--- config.mk ---
export PLATFORM = sky130hd
export DESIGN_NAME = tlb_xlate_top
export DESIGN_NICKNAME = d
export VERILOG_FILES = /design/src/tlb_pkg.sv /design/src/tlb_addr_rewrite.sv /design/src/tlb_l1_lookup.sv /design/src/tlb_resp_merge.sv /design/src/tlb_xlate_top.sv
export SDC_FILE = /design/constraint.sdc
export NUM_CORES = 1
export LEC_CHECK = 0
export BUFFER_PORTS_ARGS = -buffer_cell sky130_fd_sc_hd__buf_2
export CAP_MARGIN = 20
export CORE_UTILIZATION = 35
export CTS_CLUSTER_DIAMETER = 40
export CTS_CLUSTER_SIZE = 20
export DETAILED_ROUTE_END_ITERATION = 6
export SLEW_MARGIN = 30
export SYNTH_ARGS = -nofsm -noshare
export SYNTH_HDL_FRONTEND = slang
export SYNTH_SLANG_ARGS = --single-unit
--- constraint.sdc ---
create_clock -name clk_i -period 13.5 [get_ports clk_i]
set_input_delay 0.675 -clock clk_i [delete_from_list [all_inputs] [get_ports clk_i]]
set_output_delay 0.675 -clock clk_i [all_outputs]
set_load 0.03 [all_outputs]
--- src/tlb_pkg.sv ---
// Widths, entry and channel structs, and the page translation function
package tlb_pkg;

  localparam int unsigned IN_ADDR_W   = 32;
  localparam int unsigned OUT_ADDR_W  = 36;
  localparam int unsigned PAGE_OFFS_W = 12;
  localparam int unsigned ID_W        = 4;
  localparam int unsigned DATA_W      = 32;
  localparam int unsigned NUM_ENTRIES = 4;

  // Page number widths on either side of the unit
  localparam int unsigned IN_PAGE_W  = IN_ADDR_W - PAGE_OFFS_W;
  localparam int unsigned OUT_PAGE_W = OUT_ADDR_W - PAGE_OFFS_W;

  // Read data returned with every error response
  localparam logic [DATA_W-1:0] ERR_RDATA = 32'hdec0ffee;

  typedef struct packed {
    logic                  valid;
    logic [IN_PAGE_W-1:0]  first_page;
    logic [IN_PAGE_W-1:0]  last_page;
    logic [OUT_PAGE_W-1:0] base_page;
  } tlb_entry_t;

  typedef struct packed {
    logic [ID_W-1:0]      id;
    logic [IN_ADDR_W-1:0] addr;
    logic                 write;
    logic [DATA_W-1:0]    wdata;
  } xlate_req_t;

  typedef struct packed {
    logic [ID_W-1:0]       id;
    logic [OUT_ADDR_W-1:0] addr;
    logic                  write;
    logic [DATA_W-1:0]     wdata;
  } mst_req_t;

  typedef struct packed {
    xlate_req_t            req;
    logic                  hit;
    logic [OUT_ADDR_W-1:0] addr;
  } lookup_t;

  typedef struct packed {
    logic [ID_W-1:0]   id;
    logic [DATA_W-1:0] rdata;
    logic              err;
  } xlate_resp_t;

  // Returns the hit bit, translated address comes back through out_addr
  function automatic logic tlb_translate(
    input  logic [IN_ADDR_W-1:0]         addr,
    input  tlb_entry_t [NUM_ENTRIES-1:0] entries,
    input  logic                         bypass,
    output logic [OUT_ADDR_W-1:0]        out_addr
  );
    logic [IN_PAGE_W-1:0] page;
    logic                 hit;
    page     = addr[IN_ADDR_W-1:PAGE_OFFS_W];
    hit      = 1'b0;
    out_addr = '0;
    if (bypass) begin
      hit      = 1'b1;
      out_addr = OUT_ADDR_W'(addr);
    end else begin
      // First matching entry wins, so scan upward and stop updating on a hit
      for (int i = 0; i < NUM_ENTRIES; i++) begin
        if (!hit && entries[i].valid && (page >= entries[i].first_page) &&
            (page <= entries[i].last_page)) begin
          hit      = 1'b1;
          out_addr = {entries[i].base_page + OUT_PAGE_W'(page - entries[i].first_page),
                      addr[PAGE_OFFS_W-1:0]};
        end
      end
    end
    return hit;
  endfunction

endpackage

--- src/tlb_addr_rewrite.sv ---
// Rewrite stage: hits go to the master port with the new address, misses to the miss output
`timescale 1ns/1ps

module tlb_addr_rewrite import tlb_pkg::*; (
  input  logic       clk_i,
  input  logic       rst_n_i,
  input  lookup_t    lk_i,
  input  logic       lk_valid_i,
  output logic       lk_ready_o,
  output mst_req_t   mst_req_o,
  output logic       mst_req_valid_o,
  input  logic       mst_req_ready_i,
  output xlate_req_t miss_o,
  output logic       miss_valid_o,
  input  logic       miss_ready_i
);

  lookup_t item_q;
  logic    mst_valid_q;
  logic    miss_valid_q;
  logic    item_leaves;
  logic    accept;

  // Only one of the two valids is ever set for the held item
  assign item_leaves = (mst_valid_q && mst_req_ready_i) || (miss_valid_q && miss_ready_i);
  assign lk_ready_o  = !(mst_valid_q || miss_valid_q) || item_leaves;
  assign accept      = lk_valid_i && lk_ready_o;

  always_ff @(posedge clk_i) begin
    if (!rst_n_i) begin
      mst_valid_q  <= 1'b0;
      miss_valid_q <= 1'b0;
    end else if (accept) begin
      mst_valid_q  <= lk_i.hit;
      miss_valid_q <= !lk_i.hit;
    end else if (item_leaves) begin
      mst_valid_q  <= 1'b0;
      miss_valid_q <= 1'b0;
    end
  end

  always_ff @(posedge clk_i) begin
    if (accept) begin
      item_q <= lk_i;
    end
  end

  // Master request keeps id, write and data but takes the translated address
  assign mst_req_o.id    = item_q.req.id;
  assign mst_req_o.addr  = item_q.addr;
  assign mst_req_o.write = item_q.req.write;
  assign mst_req_o.wdata = item_q.req.wdata;
  assign mst_req_valid_o = mst_valid_q;

  assign miss_o       = item_q.req;
  assign miss_valid_o = miss_valid_q;

endmodule

--- src/tlb_l1_lookup.sv ---
// L1 lookup stage: entry match and translated address, registered with the request
`timescale 1ns/1ps

module tlb_l1_lookup import tlb_pkg::*; (
  input  logic                         clk_i,
  input  logic                         rst_n_i,
  input  tlb_entry_t [NUM_ENTRIES-1:0] entries_i,
  input  logic                         bypass_i,
  input  xlate_req_t                   slv_req_i,
  input  logic                         slv_req_valid_i,
  output logic                         slv_req_ready_o,
  output lookup_t                      lk_o,
  output logic                         lk_valid_o,
  input  logic                         lk_ready_i
);

  logic                  hit_d;
  logic [OUT_ADDR_W-1:0] addr_d;
  lookup_t               lk_q;
  logic                  valid_q;
  logic                  accept;

  // Combinational match against the whole entry table
  always_comb begin
    hit_d = tlb_translate(slv_req_i.addr, entries_i, bypass_i, addr_d);
  end

  // Free when empty or when the held item leaves this cycle
  assign slv_req_ready_o = !valid_q || lk_ready_i;
  assign accept          = slv_req_valid_i && slv_req_ready_o;

  always_ff @(posedge clk_i) begin
    if (!rst_n_i) begin
      valid_q <= 1'b0;
    end else if (accept) begin
      valid_q <= 1'b1;
    end else if (lk_ready_i) begin
      valid_q <= 1'b0;
    end
  end

  always_ff @(posedge clk_i) begin
    if (accept) begin
      lk_q.req  <= slv_req_i;
      lk_q.hit  <= hit_d;
      lk_q.addr <= addr_d;
    end
  end

  assign lk_o       = lk_q;
  assign lk_valid_o = valid_q;

endmodule

--- src/tlb_resp_merge.sv ---
// Response merge: one-entry error buffer for misses, muxed with master responses
`timescale 1ns/1ps

module tlb_resp_merge import tlb_pkg::*; (
  input  logic        clk_i,
  input  logic        rst_n_i,
  input  xlate_req_t  miss_i,
  input  logic        miss_valid_i,
  output logic        miss_ready_o,
  input  xlate_resp_t mst_resp_i,
  input  logic        mst_resp_valid_i,
  output logic        mst_resp_ready_o,
  output xlate_resp_t slv_resp_o,
  output logic        slv_resp_valid_o,
  input  logic        slv_resp_ready_i
);

  logic            err_valid_q;
  logic [ID_W-1:0] err_id_q;
  logic            accept;
  logic            err_leaves;

  assign err_leaves = err_valid_q && slv_resp_ready_i;

  // A master response already on the slave port must not be replaced before
  // it transfers, so a new miss waits while one is shown and stalled
  assign miss_ready_o = slv_resp_ready_i || !(err_valid_q || mst_resp_valid_i);
  assign accept       = miss_valid_i && miss_ready_o;

  always_ff @(posedge clk_i) begin
    if (!rst_n_i) begin
      err_valid_q <= 1'b0;
    end else if (accept) begin
      err_valid_q <= 1'b1;
    end else if (err_leaves) begin
      err_valid_q <= 1'b0;
    end
  end

  always_ff @(posedge clk_i) begin
    if (accept) begin
      err_id_q <= miss_i.id;
    end
  end

  // Waiting error response has priority over the master port
  always_comb begin
    if (err_valid_q) begin
      slv_resp_o.id    = err_id_q;
      slv_resp_o.rdata = ERR_RDATA;
      slv_resp_o.err   = 1'b1;
      slv_resp_valid_o = 1'b1;
      mst_resp_ready_o = 1'b0;
    end else begin
      slv_resp_o       = mst_resp_i;
      slv_resp_valid_o = mst_resp_valid_i;
      mst_resp_ready_o = slv_resp_ready_i;
    end
  end

endmodule

--- src/tlb_xlate_top.sv ---
// Top level of the translation unit: lookup, rewrite and response merge stages
`timescale 1ns/1ps

module tlb_xlate_top import tlb_pkg::*; (
  input  logic                         clk_i,
  input  logic                         rst_n_i,
  input  tlb_entry_t [NUM_ENTRIES-1:0] entries_i,
  input  logic                         bypass_i,
  // Slave side
  input  xlate_req_t                   slv_req_i,
  input  logic                         slv_req_valid_i,
  output logic                         slv_req_ready_o,
  output xlate_resp_t                  slv_resp_o,
  output logic                         slv_resp_valid_o,
  input  logic                         slv_resp_ready_i,
  // Master side
  output mst_req_t                     mst_req_o,
  output logic                         mst_req_valid_o,
  input  logic                         mst_req_ready_i,
  input  xlate_resp_t                  mst_resp_i,
  input  logic                         mst_resp_valid_i,
  output logic                         mst_resp_ready_o
);

  lookup_t    lk;
  logic       lk_valid;
  logic       lk_ready;
  xlate_req_t miss;
  logic       miss_valid;
  logic       miss_ready;

  tlb_l1_lookup u_lookup (
    .clk_i           (clk_i),
    .rst_n_i         (rst_n_i),
    .entries_i       (entries_i),
    .bypass_i        (bypass_i),
    .slv_req_i       (slv_req_i),
    .slv_req_valid_i (slv_req_valid_i),
    .slv_req_ready_o (slv_req_ready_o),
    .lk_o            (lk),
    .lk_valid_o      (lk_valid),
    .lk_ready_i      (lk_ready)
  );

  tlb_addr_rewrite u_rewrite (
    .clk_i           (clk_i),
    .rst_n_i         (rst_n_i),
    .lk_i            (lk),
    .lk_valid_i      (lk_valid),
    .lk_ready_o      (lk_ready),
    .mst_req_o       (mst_req_o),
    .mst_req_valid_o (mst_req_valid_o),
    .mst_req_ready_i (mst_req_ready_i),
    .miss_o          (miss),
    .miss_valid_o    (miss_valid),
    .miss_ready_i    (miss_ready)
  );

  tlb_resp_merge u_merge (
    .clk_i            (clk_i),
    .rst_n_i          (rst_n_i),
    .miss_i           (miss),
    .miss_valid_i     (miss_valid),
    .miss_ready_o     (miss_ready),
    .mst_resp_i       (mst_resp_i),
    .mst_resp_valid_i (mst_resp_valid_i),
    .mst_resp_ready_o (mst_resp_ready_o),
    .slv_resp_o       (slv_resp_o),
    .slv_resp_valid_o (slv_resp_valid_o),
    .slv_resp_ready_i (slv_resp_ready_i)
  );

endmodule
==> metrics.md <==
| Metric | Value |
|---|---|
| Post-CTS Hold Fix Bufs | 0 |
| Hold_sp | u_lookup.lk_o[41]$_DFFE_PP_ |
| Most numerous cell in the Yosys netlist | ha_1 |
| Hold Path Sink | u_rewrite.miss_o[4]$_DFFE_PP_ |
| Leakage power | 9.66 nW |
| Largest cells by area after synthesis | edfxtp_1, ha_1, a21oi_1, inv_1, xnor2_1 |
| Post-synthesis register bit count | 155 |
| Die Width | 216 um |
| Die Area | 0.0468 sq mm |
| Crit path launch type | input pin |
| Ant. Diodes | 0 |
| WL/cell | 21.1 um |
| Initial Util | 0.354 |
| Die H | 216 um |
| Min Tclk post-route | 5830 ps |
| WP data required | 13650 ps |
| Gate Count Post-Synth | 1798 |
| RSZ-0062 raised after global routing | false |
| DP Area | 0.0192 sq mm |
| Reg-to-Reg Start | u_merge.err_valid_q$_SDFFE_PN0P_ |
| Reg2Reg Setup Slack | 10810 ps |
| Max Fclk | 0.171 GHz |
| Peak VDD IR | 0.0803 mV |
| Post-synth top area share | 0.282 |
| Via count | 15.6k |
| Overflow after GRT | 0 |
| Synth Area per Inst | 8.94 sq um |
| Final #Nets | 2921 |
| Status | finished clean |
| Pre-Repair DR Iteration Count | 5 |
| Postcts setup bufs | 0 |
| HP Class | flop to flop |
| Sink Count | 155 |
| Global Route Usage Sum | 0.253 |
| Post-synth top flop | edfxtp_1 |
| Slew HR | 0.448 |
| Clock buffer depth | 2 |
| Crit path DAT | 5990 ps |
| FP Rows | 78 |
| Layout cell share with drive strength beyond 1 | 0.250 |
| CTS resizes | 0 |
| PwrDens | 109 mW/mm^2 |
| Io pins | 487 |
| First-pass GRT wire length | 88900 um |
| Vias per Instance | 5.38 |
| Final hold violations | 0 |
| Final instance area | 0.0199 sq mm |
| Synth Cell Area | 0.0161 sq mm |
| Tcrit/Tclk final | 0.432 |
| H-Tree Depth | 4 |
| Post-DP HPWL | 50500 um |
| Yosys top cell by area | edfxtp_1 |
| Worst flop-to-flop path endpoint | u_lookup.lk_o[68]$_DFFE_PP_ |
| Clock transition at path regs | 80 ps |
| CP endpoint kind | flop |
| Vias in the first global route | 15.4k |
| Starting DRT DRC Count | 1005 |
| Residual DRC | 0 |
| WHS Path Cells | 0 |
| Post-Route Skew | 15.7 ps |
| Ys async rst share | 0 |
| Largest net degree at the start of global routing | 75 |
| Number of synthesized flops with an enable pin | 151 |
| Fin. max-slew vios | 0 |
| RD Place Congestion | 0.962 |
| Max_cap viols | 0 |
| Worst setup path category | input pin to flop |
| Core area | 0.0454 sq mm |
| Num CTS Buffers | 17 |
| Synth unique cells | 78 |
| Worst-path maximum fanout | 9 |
| Initial antenna violation count | 8 |
| Setup_tns | 0 ps |
| CTS tree | built |
| WHS | 405 ps |
| Synth-to-layout area growth | 23.7% |
| Synth Net Count | 2431 |
| Drt total wl | 61300 um |
| Post-synth top cells | ha_1, inv_1, a21oi_1, edfxtp_1, nor2_1 |
| Post-DRT Antenna Nets | 0 |
| Clk_lat worst skew | 420 ps |
| Slew @ Worst Pin | 825 ps |
| PortBufs | 486 |
| Register area share after synthesis | 0.287 |
| Pwr Total | 2.17 mW |
| Setup Viol. Count Final | 0 |
| Clk root buf | clkbuf_16 |
| Yosys warning count | 0 |
| Worst R2R Path Depth | 6 |
[per-stage QoR]
stage	util	instances	setup WS (ps)
6_report	0.438	2901	7670
5_1_grt	0.438	2901	7160
4_1_cts	0.438	2900	7670
3_5_place_dp	0.424	2868	7220
3_3_place_gp	0.424	2868	7290
2_1_floorplan	-	1798	8240
[critical path, cell delays in order]
cell,delay (ps)
buf_2,100
inv_1,510
ha_1,290
inv_1,60
fa_1,400
a21o_1,190
a21o_1,200
o221a_2,260
or4_1,430
o2111ai_1,160
a21boi_1,120
o21ai_0,150
nand2b_1,70
a21oi_1,180
xnor2_1,150
ha_1,310
a211oi_1,220
nand3_1,120
o21ai_0,150
nand3_1,140
a31oi_1,270
o21bai_1,130
a211oi_1,290
xnor3_1,270
nand2_1,70
a21oi_1,50
[how the worst max path moves through the flow]
stage	depth (start not counted)	slack (ps)	endpoint	start
final	26	7670	u_lookup.lk_o[35]$_SDFFCE_PP0P_	slv_req_i[45]
after floorplan	25	8240	u_lookup.lk_o[35]$_SDFFCE_PP0P_	slv_req_i[45]
after detailed placement	26	7220	u_lookup.lk_o[35]$_SDFFCE_PP0P_	slv_req_i[45]
after CTS	26	7670	u_lookup.lk_o[35]$_SDFFCE_PP0P_	slv_req_i[45]
after global placement	26	7290	u_lookup.lk_o[35]$_SDFFCE_PP0P_	slv_req_i[45]
after global routing	26	7160	u_lookup.lk_o[35]$_SDFFCE_PP0P_	slv_req_i[45]
[placed cells by master, fill, tap and decap left out, drive strengths merged, types with 70 or more instances in the layout]
| cell type | Yosys | layout |
|---|---|---|
| buf | 7 | 491 |
| a21o | 70 | 70 |
| nand2 | 95 | 95 |
| inv | 213 | 222 |
| o21ai | 94 | 94 |
| nor2 | 100 | 100 |
| ha | 252 | 252 |
| edfxtp | 151 | 151 |
| xnor2 | 86 | 86 |
| a21oi | 162 | 162 |
[logic make-up after synthesis]
family	count (synthesis)	synth area share
flip-flops	155	0.287
AO/OA/AOI/OAI	551	0.226
buffers and inverters	234	0.0554
XOR/XNOR	142	0.0782
adder cells (fa/ha/maj)	260	0.206
AND/OR/NAND/NOR	448	0.142
multiplexers	8	0.00560
[report_power, final]
part           total [mW]  switching (mW)  leakage, nW  internal (mW)
clock               0.511           0.210        0.310          0.301
sequential          0.588          0.0139         1.48          0.575
combinational        1.07           0.643         7.87          0.430
[area by class of cell]
class	count	area, sq um
clock inverter	14	199
tap	600	751
multi-input combinational	1409	10600
timing repair buffer	491	2490
fill	4551	25500
clock buffer	18	429
inverter	214	803
sequential	155	4620
[sequential cells by signal, indices dropped and copies added (netlist names)]
name,cells
u_lookup.lk_o,74
u_lookup.lk_valid_o,1
u_merge.err_id_q,4
u_merge.err_valid_q,1
u_rewrite.miss_o,37
u_rewrite.miss_valid_o,1
u_rewrite.mst_req_o,36
u_rewrite.mst_req_valid_o,1
[routing by layer]
layer  GRT usage  vias to the layer above  share of wire
li1            -                     7600              -
met1       0.290                     7257           0.40
met2       0.453                      618           0.49
met3      0.0505                      120          0.065
met4       0.113                       16          0.045
met5           0                        -         0.0017
Power figures use the tool's default switching activity.
